<file path="src/rv_isa_pkg.sv">
package rv_isa_pkg;

    localparam int XLEN  = 32;
    localparam int REG_W = 5;
    localparam int CSR_W = 12;

    localparam logic [XLEN-1:0] RESET_PC = 32'h0000_0000;

    // major opcodes fetch looks at for prediction
    localparam logic [6:0] OPC_BRANCH = 7'b110_0011;
    localparam logic [6:0] OPC_JAL    = 7'b110_1111;

    localparam logic [31:0] MASK_LUI   = 32'h0000_007f, MATCH_LUI   = 32'h0000_0037;
    localparam logic [31:0] MASK_AUIPC = 32'h0000_007f, MATCH_AUIPC = 32'h0000_0017;
    localparam logic [31:0] MASK_JAL   = 32'h0000_007f, MATCH_JAL   = 32'h0000_006f;
    localparam logic [31:0] MASK_JALR  = 32'h0000_707f, MATCH_JALR  = 32'h0000_0067;
    localparam logic [31:0] MASK_BEQ   = 32'h0000_707f, MATCH_BEQ   = 32'h0000_0063;
    localparam logic [31:0] MASK_BNE   = 32'h0000_707f, MATCH_BNE   = 32'h0000_1063;
    localparam logic [31:0] MASK_BLT   = 32'h0000_707f, MATCH_BLT   = 32'h0000_4063;
    localparam logic [31:0] MASK_LW    = 32'h0000_707f, MATCH_LW    = 32'h0000_2003;
    localparam logic [31:0] MASK_SW    = 32'h0000_707f, MATCH_SW    = 32'h0000_2023;
    localparam logic [31:0] MASK_ADDI  = 32'h0000_707f, MATCH_ADDI  = 32'h0000_0013;
    localparam logic [31:0] MASK_ADD   = 32'hfe00_707f, MATCH_ADD   = 32'h0000_0033;
    localparam logic [31:0] MASK_SUB   = 32'hfe00_707f, MATCH_SUB   = 32'h4000_0033;
    localparam logic [31:0] MASK_AND   = 32'hfe00_707f, MATCH_AND   = 32'h0000_7033;
    localparam logic [31:0] MASK_OR    = 32'hfe00_707f, MATCH_OR    = 32'h0000_6033;
    localparam logic [31:0] MASK_XOR   = 32'hfe00_707f, MATCH_XOR   = 32'h0000_4033;
    localparam logic [31:0] MASK_CSRRW = 32'h0000_707f, MATCH_CSRRW = 32'h0000_1073;

    typedef struct packed {
        logic [6:0] funct7;
        logic [4:0] rs2;
        logic [4:0] rs1;
        logic [2:0] funct3;
        logic [4:0] rd;
        logic [6:0] opcode;
    } r_fmt_t;

    typedef struct packed {
        logic [11:0] imm11_0;
        logic [4:0]  rs1;
        logic [2:0]  funct3;
        logic [4:0]  rd;
        logic [6:0]  opcode;
    } i_fmt_t;

    typedef struct packed {
        logic [6:0] imm11_5;
        logic [4:0] rs2;
        logic [4:0] rs1;
        logic [2:0] funct3;
        logic [4:0] imm4_0;
        logic [6:0] opcode;
    } s_fmt_t;

    typedef struct packed {
        logic       sign;
        logic [5:0] imm10_5;
        logic [4:0] rs2;
        logic [4:0] rs1;
        logic [2:0] funct3;
        logic [3:0] imm4_1;
        logic       imm11;
        logic [6:0] opcode;
    } b_fmt_t;

    // also carries the J immediate, scrambled
    typedef struct packed {
        logic [19:0] imm31_12;
        logic [4:0]  rd;
        logic [6:0]  opcode;
    } u_fmt_t;

    typedef union packed {
        r_fmt_t r;
        i_fmt_t i;
        s_fmt_t s;
        b_fmt_t b;
        u_fmt_t u;
    } instr_u;

endpackage

</file>
<file path="src/uop_pkg.sv">
package uop_pkg;

    localparam int TAG_W = 4;

    localparam int ALU_W = 3;
    localparam logic [ALU_W-1:0] ALU_NOP   = 3'd0;
    localparam logic [ALU_W-1:0] ALU_ADD   = 3'd1;
    localparam logic [ALU_W-1:0] ALU_SUB   = 3'd2;
    localparam logic [ALU_W-1:0] ALU_AND   = 3'd3;
    localparam logic [ALU_W-1:0] ALU_OR    = 3'd4;
    localparam logic [ALU_W-1:0] ALU_XOR   = 3'd5;
    localparam logic [ALU_W-1:0] ALU_PASS2 = 3'd6;

    // operand selects are decoded per slot, so codes repeat between op1 and op2
    localparam int OPSEL_W = 2;
    // op1 slot
    localparam logic [OPSEL_W-1:0] OP_RS1  = 2'd0;
    localparam logic [OPSEL_W-1:0] OP_PC   = 2'd1;
    // op2 slot
    localparam logic [OPSEL_W-1:0] OP_RS2  = 2'd0;
    localparam logic [OPSEL_W-1:0] OP_IMM  = 2'd1;
    // valid in either slot
    localparam logic [OPSEL_W-1:0] OP_ZERO = 2'd2;

    localparam int BR_W = 2;
    localparam logic [BR_W-1:0] BR_NONE = 2'd0;
    localparam logic [BR_W-1:0] BR_EQ   = 2'd1;
    localparam logic [BR_W-1:0] BR_NE   = 2'd2;
    localparam logic [BR_W-1:0] BR_LT   = 2'd3;

endpackage
</file>
<file path="src/decode_stage.sv">
`timescale 1ns/100ps

module decode_stage (
    input  logic                            clk_i,
    input  logic                            rstn_i,
    input  logic                            stall_i,
    input  logic                            flush_i,
    input  rv_isa_pkg::instr_u              instr_i,
    input  logic [rv_isa_pkg::XLEN-1:0]     pc_i,
    input  logic                            valid_i,
    input  logic                            taken_i,
    output logic                            uop_valid_o,
    output logic [rv_isa_pkg::XLEN-1:0]     uop_pc_o,
    output logic [uop_pkg::TAG_W-1:0]       uop_tag_o,
    output logic                            uop_taken_o,
    output logic [rv_isa_pkg::REG_W-1:0]    uop_rs1_o,
    output logic                            uop_rs1_en_o,
    output logic [rv_isa_pkg::REG_W-1:0]    uop_rs2_o,
    output logic                            uop_rs2_en_o,
    output logic [rv_isa_pkg::REG_W-1:0]    uop_rd_o,
    output logic                            uop_rd_alloc_o,
    output logic [rv_isa_pkg::XLEN-1:0]     uop_imm_o,
    output logic [uop_pkg::ALU_W-1:0]       uop_alu_o,
    output logic [uop_pkg::OPSEL_W-1:0]     uop_op1_o,
    output logic [uop_pkg::OPSEL_W-1:0]     uop_op2_o,
    output logic [uop_pkg::BR_W-1:0]        uop_branch_o,
    output logic [rv_isa_pkg::CSR_W-1:0]    uop_csr_addr_o,
    output logic                            uop_csr_en_o,
    output logic                            illegal_o
);
    import rv_isa_pkg::*;
    import uop_pkg::*;

    logic dec_en;
    logic load_en;
    logic known;
    logic illegal_d;
    logic is_lui, is_auipc, is_jal, is_jalr, is_beq, is_bne, is_blt, is_lw;
    logic is_sw, is_addi, is_add, is_sub, is_and, is_or, is_xor, is_csrrw;

    logic [XLEN-1:0]    imm_i;
    logic [XLEN-1:0]    imm_b;
    logic [XLEN-1:0]    imm_u;
    logic [TAG_W-1:0]   tag_r;

    logic               valid_d;
    logic               rs1_en_d;
    logic               rs2_en_d;
    logic               rd_alloc_d;
    logic               csr_en_d;
    logic [XLEN-1:0]    imm_d;
    logic [ALU_W-1:0]   alu_d;
    logic [OPSEL_W-1:0] op1_d;
    logic [OPSEL_W-1:0] op2_d;
    logic [BR_W-1:0]    br_d;

    function automatic logic hit(input logic [31:0] word, input logic [31:0] mask,
                                 input logic [31:0] pattern);
        return (word & mask) == pattern;
    endfunction

    // nothing decodes while flushing
    assign dec_en = valid_i && !flush_i;

    assign is_lui   = dec_en && hit(instr_i, MASK_LUI, MATCH_LUI);
    assign is_auipc = dec_en && hit(instr_i, MASK_AUIPC, MATCH_AUIPC);
    assign is_jal   = dec_en && hit(instr_i, MASK_JAL, MATCH_JAL);
    assign is_jalr  = dec_en && hit(instr_i, MASK_JALR, MATCH_JALR);
    assign is_beq   = dec_en && hit(instr_i, MASK_BEQ, MATCH_BEQ);
    assign is_bne   = dec_en && hit(instr_i, MASK_BNE, MATCH_BNE);
    assign is_blt   = dec_en && hit(instr_i, MASK_BLT, MATCH_BLT);
    assign is_lw    = dec_en && hit(instr_i, MASK_LW, MATCH_LW);
    assign is_sw    = dec_en && hit(instr_i, MASK_SW, MATCH_SW);
    assign is_addi  = dec_en && hit(instr_i, MASK_ADDI, MATCH_ADDI);
    assign is_add   = dec_en && hit(instr_i, MASK_ADD, MATCH_ADD);
    assign is_sub   = dec_en && hit(instr_i, MASK_SUB, MATCH_SUB);
    assign is_and   = dec_en && hit(instr_i, MASK_AND, MATCH_AND);
    assign is_or    = dec_en && hit(instr_i, MASK_OR, MATCH_OR);
    assign is_xor   = dec_en && hit(instr_i, MASK_XOR, MATCH_XOR);
    assign is_csrrw = dec_en && hit(instr_i, MASK_CSRRW, MATCH_CSRRW);

    assign known = is_lui | is_auipc | is_jal | is_jalr | is_beq | is_bne | is_blt
                 | is_lw | is_sw | is_addi | is_add | is_sub | is_and | is_or
                 | is_xor | is_csrrw;
    assign illegal_d = dec_en && !known;

    assign imm_i = {{20{instr_i.i.imm11_0[11]}}, instr_i.i.imm11_0};
    assign imm_b = {{19{instr_i.b.sign}}, instr_i.b.sign, instr_i.b.imm11,
                    instr_i.b.imm10_5, instr_i.b.imm4_1, 1'b0};
    assign imm_u = {instr_i.u.imm31_12, 12'b0};

    always_comb begin
        valid_d    = 1'b0;
        rs1_en_d   = 1'b0;
        rs2_en_d   = 1'b0;
        rd_alloc_d = 1'b0;
        csr_en_d   = 1'b0;
        imm_d      = '0;
        alu_d      = ALU_NOP;
        op1_d      = OP_RS1;
        op2_d      = OP_RS2;
        br_d       = BR_NONE;
        case (1'b1)
            is_add, is_sub, is_and, is_or, is_xor: begin
                valid_d    = 1'b1;
                rs1_en_d   = 1'b1;
                rs2_en_d   = 1'b1;
                rd_alloc_d = 1'b1;
            end
            is_addi: begin
                valid_d    = 1'b1;
                rs1_en_d   = 1'b1;
                rd_alloc_d = 1'b1;
                imm_d      = imm_i;
                op2_d      = OP_IMM;
                alu_d      = ALU_ADD;
            end
            is_lui: begin
                valid_d    = 1'b1;
                rd_alloc_d = 1'b1;
                imm_d      = imm_u;
                op1_d      = OP_ZERO;
                op2_d      = OP_IMM;
                alu_d      = ALU_ADD;
            end
            is_beq, is_bne, is_blt: begin
                // alu forms the target, the branch unit compares rs1 and rs2
                valid_d  = 1'b1;
                rs1_en_d = 1'b1;
                rs2_en_d = 1'b1;
                imm_d    = imm_b;
                op1_d    = OP_PC;
                op2_d    = OP_IMM;
                alu_d    = ALU_ADD;
            end
            is_csrrw: begin
                // still valid with rd = x0, the csr write has to happen
                valid_d    = 1'b1;
                rs1_en_d   = 1'b1;
                rd_alloc_d = (instr_i.i.rd != '0);
                csr_en_d   = 1'b1;
                op2_d      = OP_ZERO;
                alu_d      = ALU_ADD;
            end
            // auipc, jal, jalr, lw, sw leave as bubbles
            default: valid_d = 1'b0;
        endcase
        if (is_add) alu_d = ALU_ADD;
        if (is_sub) alu_d = ALU_SUB;
        if (is_and) alu_d = ALU_AND;
        if (is_or) alu_d = ALU_OR;
        if (is_xor) alu_d = ALU_XOR;
        if (is_beq) br_d = BR_EQ;
        if (is_bne) br_d = BR_NE;
        if (is_blt) br_d = BR_LT;
    end

    // flush beats stall
    assign load_en = !stall_i || flush_i;

    always_ff @(posedge clk_i) begin
        if (!rstn_i) begin
            uop_valid_o <= 1'b0;
            illegal_o   <= 1'b0;
            uop_tag_o   <= '0;
            tag_r       <= '0;
        end else if (load_en) begin
            uop_valid_o <= valid_d;
            illegal_o   <= illegal_d;
            uop_tag_o   <= tag_r;
            if (valid_d) begin
                tag_r <= tag_r + TAG_W'(1);
            end
        end
    end

    always_ff @(posedge clk_i) begin
        if (load_en) begin
            uop_pc_o       <= pc_i;
            uop_taken_o    <= taken_i;
            uop_rs1_o      <= instr_i.r.rs1;
            uop_rs1_en_o   <= rs1_en_d;
            uop_rs2_o      <= instr_i.r.rs2;
            uop_rs2_en_o   <= rs2_en_d;
            uop_rd_o       <= instr_i.r.rd;
            uop_rd_alloc_o <= rd_alloc_d;
            uop_imm_o      <= imm_d;
            uop_alu_o      <= alu_d;
            uop_op1_o      <= op1_d;
            uop_op2_o      <= op2_d;
            uop_branch_o   <= br_d;
            uop_csr_addr_o <= instr_i.i.imm11_0;
            uop_csr_en_o   <= csr_en_d;
        end
    end

endmodule

</file>
<file path="src/fetch_stage.sv">
`timescale 1ns/100ps

module fetch_stage (
    input  logic                        clk_i,
    input  logic                        rstn_i,
    input  logic                        stall_i,
    input  logic                        redirect_i,
    input  logic [rv_isa_pkg::XLEN-1:0] redirect_pc_i,
    input  rv_isa_pkg::instr_u          imem_data_i,
    output logic [rv_isa_pkg::XLEN-1:0] imem_addr_o,
    output rv_isa_pkg::instr_u          instr_o,
    output logic [rv_isa_pkg::XLEN-1:0] pc_o,
    output logic                        valid_o,
    output logic                        taken_o
);
    import rv_isa_pkg::*;

    logic [XLEN-1:0] pc_r;
    logic [XLEN-1:0] pc_next;
    logic [XLEN-1:0] b_off;
    logic [XLEN-1:0] j_off;
    logic            valid_r;
    logic            is_jal;
    logic            is_bneg;

    assign b_off = {{19{imem_data_i.b.sign}}, imem_data_i.b.sign, imem_data_i.b.imm11,
                    imem_data_i.b.imm10_5, imem_data_i.b.imm4_1, 1'b0};

    // J layout is imm[20|10:1|11|19:12] in the upper twenty bits
    assign j_off = {{11{imem_data_i.u.imm31_12[19]}}, imem_data_i.u.imm31_12[19],
                    imem_data_i.u.imm31_12[7:0], imem_data_i.u.imm31_12[8],
                    imem_data_i.u.imm31_12[18:9], 1'b0};

    assign is_jal  = (imem_data_i.u.opcode == OPC_JAL);
    // backward branches predicted taken
    assign is_bneg = (imem_data_i.b.opcode == OPC_BRANCH) && imem_data_i.b.sign;

    always_comb begin
        if (redirect_i) begin
            pc_next = redirect_pc_i;
        end else if (stall_i || !valid_r) begin
            // first word after reset is held until valid rises
            pc_next = pc_r;
        end else if (is_jal) begin
            pc_next = pc_r + j_off;
        end else if (is_bneg) begin
            pc_next = pc_r + b_off;
        end else begin
            pc_next = pc_r + 32'd4;
        end
    end

    always_ff @(posedge clk_i) begin
        if (!rstn_i) begin
            pc_r    <= RESET_PC;
            valid_r <= 1'b0;
        end else begin
            pc_r    <= pc_next;
            valid_r <= 1'b1;
        end
    end

    assign imem_addr_o = pc_r;
    assign pc_o        = pc_r;
    assign instr_o     = imem_data_i;
    assign valid_o     = valid_r;
    assign taken_o     = valid_r && (is_jal || is_bneg);

endmodule

</file>
<file path="src/rv_frontend.sv">
`timescale 1ns/100ps

module rv_frontend (
    input  logic                            clk_i,
    input  logic                            rstn_i,
    input  logic                            stall_i,
    input  logic                            redirect_i,
    input  logic [rv_isa_pkg::XLEN-1:0]     redirect_pc_i,
    output logic [rv_isa_pkg::XLEN-1:0]     imem_addr_o,
    input  rv_isa_pkg::instr_u              imem_data_i,
    output logic                            uop_valid_o,
    output logic [rv_isa_pkg::XLEN-1:0]     uop_pc_o,
    output logic [uop_pkg::TAG_W-1:0]       uop_tag_o,
    output logic                            uop_taken_o,
    output logic [rv_isa_pkg::REG_W-1:0]    uop_rs1_o,
    output logic                            uop_rs1_en_o,
    output logic [rv_isa_pkg::REG_W-1:0]    uop_rs2_o,
    output logic                            uop_rs2_en_o,
    output logic [rv_isa_pkg::REG_W-1:0]    uop_rd_o,
    output logic                            uop_rd_alloc_o,
    output logic [rv_isa_pkg::XLEN-1:0]     uop_imm_o,
    output logic [uop_pkg::ALU_W-1:0]       uop_alu_o,
    output logic [uop_pkg::OPSEL_W-1:0]     uop_op1_o,
    output logic [uop_pkg::OPSEL_W-1:0]     uop_op2_o,
    output logic [uop_pkg::BR_W-1:0]        uop_branch_o,
    output logic [rv_isa_pkg::CSR_W-1:0]    uop_csr_addr_o,
    output logic                            uop_csr_en_o,
    output logic                            illegal_o
);
    import rv_isa_pkg::*;

    instr_u          fetch_instr;
    logic [XLEN-1:0] fetch_pc;
    logic            fetch_valid;
    logic            fetch_taken;

    fetch_stage u_fetch (
        .*,
        .instr_o (fetch_instr),
        .pc_o    (fetch_pc),
        .valid_o (fetch_valid),
        .taken_o (fetch_taken)
    );

    // redirect also squashes the word sitting in decode
    decode_stage u_decode (
        .*,
        .flush_i (redirect_i),
        .instr_i (fetch_instr),
        .pc_i    (fetch_pc),
        .valid_i (fetch_valid),
        .taken_i (fetch_taken)
    );

endmodule

</file>
<file path="config.mk">
export PLATFORM = sky130hd
export DESIGN_NAME = rv_frontend
export DESIGN_NICKNAME = d
export VERILOG_FILES = /design/src/rv_isa_pkg.sv /design/src/uop_pkg.sv /design/src/decode_stage.sv /design/src/fetch_stage.sv /design/src/rv_frontend.sv
export SDC_FILE = /design/constraint.sdc
export NUM_CORES = 1
export LEC_CHECK = 0
export BUFFER_PORTS_ARGS = -buffer_cell sky130_fd_sc_hd__buf_2
export CAP_MARGIN = 40
export CORE_ASPECT_RATIO = 1.4
export CORE_MARGIN = 2
export CORE_UTILIZATION = 40
export DETAILED_ROUTE_END_ITERATION = 16
export PLACE_DENSITY = 0.68
export SETUP_SLACK_MARGIN = 0.02
export SYNTH_ARGS = -nofsm -noshare
export SYNTH_HDL_FRONTEND = slang
export SYNTH_SLANG_ARGS = --single-unit
</file>
<file path="constraint.sdc">
create_clock -name clk_i -period 2.7 [get_ports clk_i]
set_input_delay 0 -clock clk_i [delete_from_list [all_inputs] [get_ports clk_i]]
set_output_delay 0 -clock clk_i [all_outputs]
set_load 0.005 [all_outputs]
</file>
== Word level (Yosys, flattened, before mapping) ==
Index checks and enable logic that the tools add are counted.

* $add $sub $neg: 4
* Equality and inequality tests: 18
* Mux-type cells: 36
* Bitwise logic cells: 15
* Reductions and logical operators: 36

{| class="wikitable"
|+ Operators with widths
! operator !! number
|-
| $mux 32 || 7
|-
| $add 32x32->32 || 2
|-
| $eq 17x10->1 const B || 3
|-
| $add 32x3->32 const B || 1
|-
| $mux 3 || 7
|-
| $eq 10x7->1 const B || 2
|-
| $eq 10x8->1 const B || 2
|-
| $eq 10x9->1 const B || 2
|-
| $logic_and 1x1->1 || 20
|-
| $mux 1 || 20
|-
| $eq 17x16->1 const B || 1
|-
| $eq 17x6->1 const B || 1
|-
| $or 1x1->1 || 15
|-
| $eq 7x7->1 const B || 2
|-
| $eq 10x10->1 const B || 1
|-
| $eq 10x5->1 const B || 1
|-
| $reduce_or 10->1 || 1
|-
| $eq 7x5->1 const B || 1
|-
| $eq 7x6->1 const B || 1
|-
| $reduce_or 7->1 || 1
|-
| $reduce_or 6->1 || 1
|-
| $reduce_bool 5->1 || 1
|-
| $reduce_or 5->1 || 1
|-
| $add 4x1->4 const B || 1
|-
| 7 further kinds || 14
|}

* Register bits after elaboration: 148
* Logic and storage cells: 134

== Longest topological paths before layout ==
Gate-level depths: netlist of run 1.

* Depth in word-level cells: 20
* Mapped depth: 12

== Cells and area by module ==
From an unflattened synthesis of run 1, not the netlist that was laid out.

* Cell total of the unflattened synthesis: 1094
* Area, all modules: 9918.3 µm²

{| class="wikitable"
|+ By module, submodules not included
! module !! instances !! cells an instance !! area each (µm²) !! seq. area each (µm²)
|-
| fetch_stage || 1 || 812 || 5716.7 || 660.6
|-
| decode_stage || 1 || 282 || 4201.5 || 3173.0
|}

== Least setup slack after synthesis of run 1 ==
No wires, ideal clock.

* Path kind: reg2reg
* Start: register u_fetch.pc_r[2], in the netlist u_fetch.imem_addr_o[2]
* End: register u_fetch.pc_r[25], in the netlist u_fetch.imem_addr_o[25]
* Setup time: 0.134 ns
* Arrival: 2.670 ns
* Data required time: 2.566 ns
* Setup slack: -0.104 ns
* Stages on the path, launching flop included: 12
* Path buffers: 0
* Clock period less this slack: 2.804 ns
* Cells stage by stage: dfxtp_1 -> inv_1 -> fa_1 -> nand2b_1 -> a21oi_2 -> nor2_2 -> o41ai_4 -> o21ai_2 -> and2_4 -> o31ai_4 -> mux2i_1 -> or4_1

* Cells in the longest elaborated chain, start to end: 5
* Elaborated cells on any way between the ends: 7

{| class="wikitable"
|+ RTL lines
! item !! RTL line !! text
|-
| start: declaration || fetch_stage.sv:18 || <nowiki>logic [XLEN-1:0] pc_r;</nowiki>
|-
| start signal: assignment || fetch_stage.sv:58 || <nowiki>pc_r <= pc_next;</nowiki>
|-
| $add 32x3->32 or $add 32x32->32 (tied branches) || fetch_stage.sv:49, fetch_stage.sv:47 ||
|-
| $mux 32 || fetch_stage.sv:46 || <nowiki>end else if (is_bneg) begin</nowiki>
|-
| $mux 32 (*) || fetch_stage.sv:44 || <nowiki>end else if (is_jal) begin</nowiki>
|-
| $mux 32 (*) || fetch_stage.sv:41 || <nowiki>end else if (stall_i || !valid_r) begin</nowiki>
|-
| $mux 32 (*) || fetch_stage.sv:39 || <nowiki>if (redirect_i) begin</nowiki>
|}

Mark *: on every way between the ends. The rest lies on a longest branch, timed or not. The select of a mux whose other input is x is not followed.
A chain may end at the register's enable or synchronous reset.

== Worst setup path after layout of run 1 ==
* Start: register u_fetch.pc_r[1], in the netlist u_fetch.imem_addr_o[1]
* End: register u_fetch.pc_r[29], in the netlist u_fetch.imem_addr_o[29]

The elaborated chain is that of the path after synthesis.

==> metrics, run 1 <==
final wirelength about 33,000 µm; top cell type's share of synthesized area between 30% and 40%; critical path class flop to flop; Power Total about 6.4 mW; WL per Instance a little over 20 µm; CTS buffer count 17; Slew Viols, Final 0; Area Growth Syn to Fin 39.4%; Via Count 9,425; worst hold-check path type input port to flop; type of origin of the critical path flop; I/O pin count 211; clk sinks about 140; Nets about 1,400; Post-synth top flop edfxtp_1; post-synthesis register bit count between 100 and 150; Die Y between 150 and 200 µm; average cell area after synthesis roughly 9.5 µm²; initial antenna violation count 0; fmax around 0.37 GHz; Post-synth EDFFs 99; Clock transition at path regs around 0.07 ns; Fill cells about 2,000; Synth Cell Area 9110 µm²; Worst path slowest cell dfxtp_4; Fin. Hold Viols 0; insertion delay to the later sink of the worst-skew pair between 0.4 and 0.5 ns; routed vias/inst 5.76; Worst Skew around 0.023 ns; RSZ-0062 raised after global routing yes; Cells after DPL 1,547; grt ovf 0; WL met2 between 15,000 and 20,000 µm; clock buffer depth 2; CP max FO 3; Post-DRT Antenna Nets 0; Largest stage delay, worst path about 0.38 ns; row cnt 65; Worst EP arrival around 3 ns; Critical Path End Type flop; residual DRC count 0; Initial Utilization around two fifths; die span in x around 130 µm; Post-Route M1 WL around 12,000 µm; Clock Tree Root clkbuf_16; GP Congestion between 0.9 and 1; vias in the first global route between 9,000 and 10,000; share of cells above drive strength 1 between 30% and 40%; port bufs 210; Final min period 2.67 ns; outcome finished clean; setup TNS 0 ns; die footprint approximately 24,000 µm²; Syn Nets about 1,100; Initial DRC Count around 740; Max VDD drop 0.441 mV; WL met3 roughly 2000 µm; largest area contributor in the netlist edfxtp_1; endpoints failing setup 0; clock tree from TritonCTS built; ANT cells 0; Final Hold Slack 0.0554 ns; Critical Path RT 3.02 ns; GRT Overall Usage a little over a quarter; first-pass GRT wire length just over 50,000 µm; post-route cell area 12,700 µm²; H-tree levels 4; Yosys warnings 0; Cell Area, Placed around 11,000 µm²; Placeable Area ~22,000 µm²; slew margin rel. 41.3%; Detailed Place HPWL around 25,000 µm; Seq/Total Area, Yosys a little over two fifths; Worst Tran Pin Value 0.881 ns; main area contributors after synthesis edfxtp_1 (33%), dfxtp_1 (9.4%), ha_1 (6.2%), a21oi_1 (4.6%), o21ai_0 (4.0%); critical-path cell list ha_4, inv_2, fa_2, nand2b_4, a21oi_4, nor2_4, o41ai_4, o21ai_2, a2111oi_4, mux2i_1, a221oi_1, nor3_1; Max Cap Violations 0; Layout Cells excl Fill between 1,500 and 2,000; P per Cell Area approximately 500 nW/µm²; Lkg Pwr 5.70 nW; largest net degree at the start of global routing roughly 70; Yosys cell types between 70 and 80; Synth async-reset ratio 0%; synthesized instance count 960; Final Cycle Share ~99%; Max Used Layer met4; DRT Pass-1 Iters 6
stage by stage:
step                      util, %  worst slack (ns)
after floorplan                 -           -0.0113
after global placement       50.4           -0.0580
after detailed placement     50.4            -0.104
after CTS                    55.6           0.00379
after global routing         56.6           -0.0935
final                        56.6            0.0307
flip-flops by register name (all words and copies together) (netlist names), 2 cells and up:
name and flops:
u_decode.uop_imm_o 32, u_decode.uop_pc_o 32, u_fetch.imem_addr_o 32, u_decode.uop_csr_addr_o 12, u_decode.uop_rd_o 5, u_decode.uop_rs1_o 5
u_decode.tag_r 4, u_decode.uop_tag_o 4, u_decode.uop_alu_o 3, u_decode.uop_branch_o 2, u_decode.uop_op1_o 2
layer usage:
metal	GRT usage (%)	up-vias
li1	-	4364
met1	30.1	4530
met2	49.0	431
met3	4.14	100
met4	15.6	0
met5	0	-
worst max-delay path, delay by kind of cell, from the launching register on:
family / cells / cell delay (ns)
AOI/OAI and AO/OA: 5 / 1.21
adders and majority gates: 2 / 0.49
DFF: 1 / 0.38
and+or+nand+nor: 3 / 0.31
muxes: 1 / 0.13
buffers and inverters: 1 / 0.03
layout by cell type, fill, tap and decap left out, types with 12 or more instances in the layout:
cell type and instances:
a21o_1 35, a21oi_1 78, and2_1 20, and3_1 19, buf_2 210, buf_4 132, clkbuf_16 18, dfxtp_1 34
dlygate4sd3_1 53, edfxtp_1 99, ha_1 36, inv_1 16, nand2_1 85, nand3_1 26, nand4_1 19, nor2_1 48
nor2b_1 12, nor3_1 20, o211ai_1 16, o21ai_0 63, xnor2_1 33, xor2_1 22
worst paths after layout:
path                               start                          end  slack (ns)  cells past startpoint
setup / recovery  u_fetch.imem_addr_o[1]      u_fetch.imem_addr_o[29]        0.03                     12
setup reg to reg  u_fetch.imem_addr_o[1]      u_fetch.imem_addr_o[29]        0.03                     12
hold / removal           imem_data_i[31]  u_decode.uop_csr_addr_o[11]        0.06                      1
hold reg to reg    u_decode.uop_tag_o[3]        u_decode.uop_tag_o[3]        0.47                      2
synth_stat cells, drive strengths merged (4+ instances only):
cell    number
edfxtp      99
a21oi       85
nand2       85
o21ai       78
nor2        52
ha          45
dfxtp       43
clkbuf      42
a21o        36
xnor2       33
nand3       26
nor3        22
xor2        22
and2        21
and3        20
inv         19
nand4       19
o211ai      16
buf         15
a211oi      14
nor2b       13
o21bai      11
o31ai       11
and4        10
nand2b       9
a221oi       8
mux2i        8
o221ai       8
nor4         7
o21a         7
a21boi       6
nor3b        6
o22ai        6
a221o        4
a22o         4
o211a        4
or3          4
or4          4
where the power goes:
| part | leakage [nW] | total [mW] | internal (mW) | switching [mW] |
|---|---|---|---|---|
| Combinational | 3.99 | 1.63 | 0.741 | 0.884 |
| Clock | 0.270 | 2.20 | 1.23 | 0.966 |
| Sequential | 1.43 | 2.55 | 2.48 | 0.0706 |
repair_timing:
item	CTS	global route
hold buffers	53	0
hold endpoints to repair	80	0
pin swaps	8	28
buffers inserted	3	1
setup endpoints to repair	7	20
gates resized for setup	11	61
cell type report:
| class | instances | area (µm²) | area share, % |
|---|---|---|---|
| multi-input combinational | 742 | 5240 | 41.2 |
| sequential | 142 | 3850 | 30.3 |
| timing repair buffer | 399 | 2630 | 20.7 |
| clock buffer | 20 | 458 | 3.60 |
| tap | 301 | 377 | 2.96 |
| clock inverter | 12 | 86.3 | 0.680 |
| inverter | 19 | 75.1 | 0.591 |
cells by family after synthesis:
family                   Yosys count  share of synthesized area (%)
AO/OA/AOI/OAI                    330                           24.6
XOR/XNOR                          55                           5.29
adder cells (fa/ha/maj)           47                           6.62
buffers and inverters             76                           3.51
flip-flops                       142                           42.1
multiplexers                       8                          0.879
AND/OR/NAND/NOR                  302                           17.0
Note: power is estimated with default switching activity, not from simulation.
==> run 2, diff against run 1 <==
Settings changed: SETUP_SLACK_MARGIN 0.02 to 0.2.
==> metrics, run 2 (same netlist as run 1, synthesis figures left out) <==
grt ovf 0; Switching Power approximately 2 mW; Initial DRC Count 609; critical path class flop to flop; ANT cells 0; clk sinks 142; clock buffer depth 2; Worst Tran Pin Value around 0.55 ns; commonest non-fill, non-tap cell in the layout buf_2; I/O pin count around 210; endpoints failing setup 0; clock share of power 37.1%; DRT Pass-1 Iters 5; Final min period about 2.7 ns; Nets roughly 1,500; clock tree from TritonCTS built; flop-to-flop setup slack around 0.024 ns; Cells after DPL ~1,500; Critical Path RT approximately 3.0 ns; first-pass GRT wire length just under 50,000 µm; Clock transition at path regs around 0.070 ns; Gate power share about a quarter; H-tree levels 4; Worst Skew around 0.015 ns; cells on worst reg2reg path 12; slew margin rel. 63.0%; Lkg Pwr 5.85 nW; Largest stage delay, worst path 0.39 ns; WL per Instance 20.0 µm; residual DRC count 0; Critical Path End Type flop; Hold Path Stages 3; Area Growth Syn to Fin 43.1%; Reg power frac a little under two fifths; Cell Area, Placed ~11,000 µm²; RSZ-0062 raised after global routing yes; initial antenna violation count 0; vias in the first global route 9,116; Worst path slowest cell or4_1; Fin. Hold Viols 0; Placeable Area ~22,000 µm²; CTS buffer count 17; GP Congestion roughly 0.98; Die Y between 150 and 200 µm; Pint around 4.7 mW; reg-to-reg startpoint u_fetch.imem_addr_o[2]; hold endpoint u_decode.uop_alu_o[1]; Worst EP arrival approximately 3 ns; row cnt between 60 and 70; most frequent cells in the layout buf_2 (210), buf_4 (145), edfxtp_1 (99); largest net degree at the start of global routing ~100; setup TNS 0 ns; final wirelength around 33,000 µm; critical-path cell list buf_4, inv_2, fa_2, nand2b_4, a21oi_4, nor2_4, o41ai_4, o21ai_2, and2_4, o31ai_4, mux2i_1, or4_1; worst hold-check path type input port to flop; Max VDD drop between 0.4 and 0.5 mV; GRT Overall Usage about a quarter; insertion delay to the later sink of the worst-skew pair about 0.44 ns; post-route cell area around 13,000 µm²; Finished Core Util 58.1%; Slew Viols, Final 0; Post-DRT Antenna Nets 0; Detailed Place HPWL about 24,000 µm; fmax about 0.37 GHz; routed vias/inst 5.72; type of origin of the critical path flop; Via Count between 9,000 and 10,000; port bufs 210; CP max FO 3; Hold Crit Start imem_data_i[30]; Max Cap Violations 0; die footprint 24,000 µm²; Sw Share between 20 and 30%; Final Cycle Share about 99%; Clock Tree Root clkbuf_16; P per Cell Area just over 500 nW/µm²; die span in x ~130 µm; r2r endpoint u_fetch.imem_addr_o[25]; Initial Utilization around 41%; Layout Cells excl Fill between 1,500 and 2,000; outcome finished clean; share of cells above drive strength 1 between 30% and 40%
[run 2: final cells by class]
type / count / area (µm²)
fill: 2018 / 9410
multi-input combinational: 742 / 5390
sequential: 142 / 3850
timing repair buffer: 413 / 2740
clock buffer: 18 / 429
tap: 301 / 377
clock inverter: 14 / 184
inverter: 19 / 75.1
[run 2: timing repair]
item / 4_1_cts / 5_1_grt
buffers inserted: 12 / 8
pin swaps: 28 / 34
setup endpoints to repair: 22 / 26
resized for setup: 48 / 61
hold buffers: 52 / 0
hold endpoints to repair: 79 / 0
[run 2: worst max-delay path by stage]
| stage | from | end | slack (ns) | cells after the start |
|---|---|---|---|---|
| 2_1_floorplan | u_fetch.imem_addr_o[1] | u_fetch.imem_addr_o[25] | 0.08 | 11 |
| 4_1_cts | u_fetch.imem_addr_o[1] | u_fetch.imem_addr_o[29] | 0.04 | 12 |
| 6_report | u_fetch.imem_addr_o[2] | u_fetch.imem_addr_o[25] | 0.02 | 12 |
| 3_5_place_dp | u_fetch.imem_addr_o[1] | u_fetch.imem_addr_o[25] | -0.08 | 11 |
| 3_3_place_gp | u_fetch.imem_addr_o[1] | u_fetch.imem_addr_o[25] | -0.03 | 11 |
| 5_1_grt | u_fetch.imem_addr_o[1] | u_fetch.imem_addr_o[29] | -0.07 | 12 |
[run 2: power by group through the flow]
| stage | clock [mW] | sequential (mW) | combinational, mW |
|---|---|---|---|
| 4_1_cts | 2.52 | 2.54 | 1.60 |
| 5_1_grt | 2.59 | 2.56 | 1.82 |
| 3_5_place_dp | 0 | 2.58 | 1.46 |
| 2_1_floorplan | 0 | 2.62 | 0.759 |
| 6_report | 2.49 | 2.54 | 1.69 |
| 3_3_place_gp | 0 | 2.58 | 1.45 |
[run 2: critical path: cells and delay by family, from the launching register on]
kind / cells / cell delay, ns
AND/OR/NAND/NOR: 4 / 0.81
AO/OA/AOI/OAI: 4 / 0.78
adder cells (fa/ha/maj): 1 / 0.38
flip-flops: 1 / 0.33
buffers and inverters: 2 / 0.16
multiplexers: 1 / 0.10
[run 2: metal layers]
layer,track usage [%],wire (µm)
met1,29.3,12200
met2,47.3,16800
met3,3.75,1900
met4,18.0,2060
met5,0,0
[run 2: through the flow]
step / power (mW) / hold slack (ns) / worst slack [ns]
after floorplan: 3.38 / 0.0277 / 0.0844
after global placement: 4.03 / 0.227 / -0.0332
after detailed placement: 4.04 / 0.228 / -0.0835
after CTS: 6.66 / 0.000164 / 0.0367
after global routing: 6.97 / 0.0330 / -0.0731
final: 6.73 / 0.00711 / 0.0244
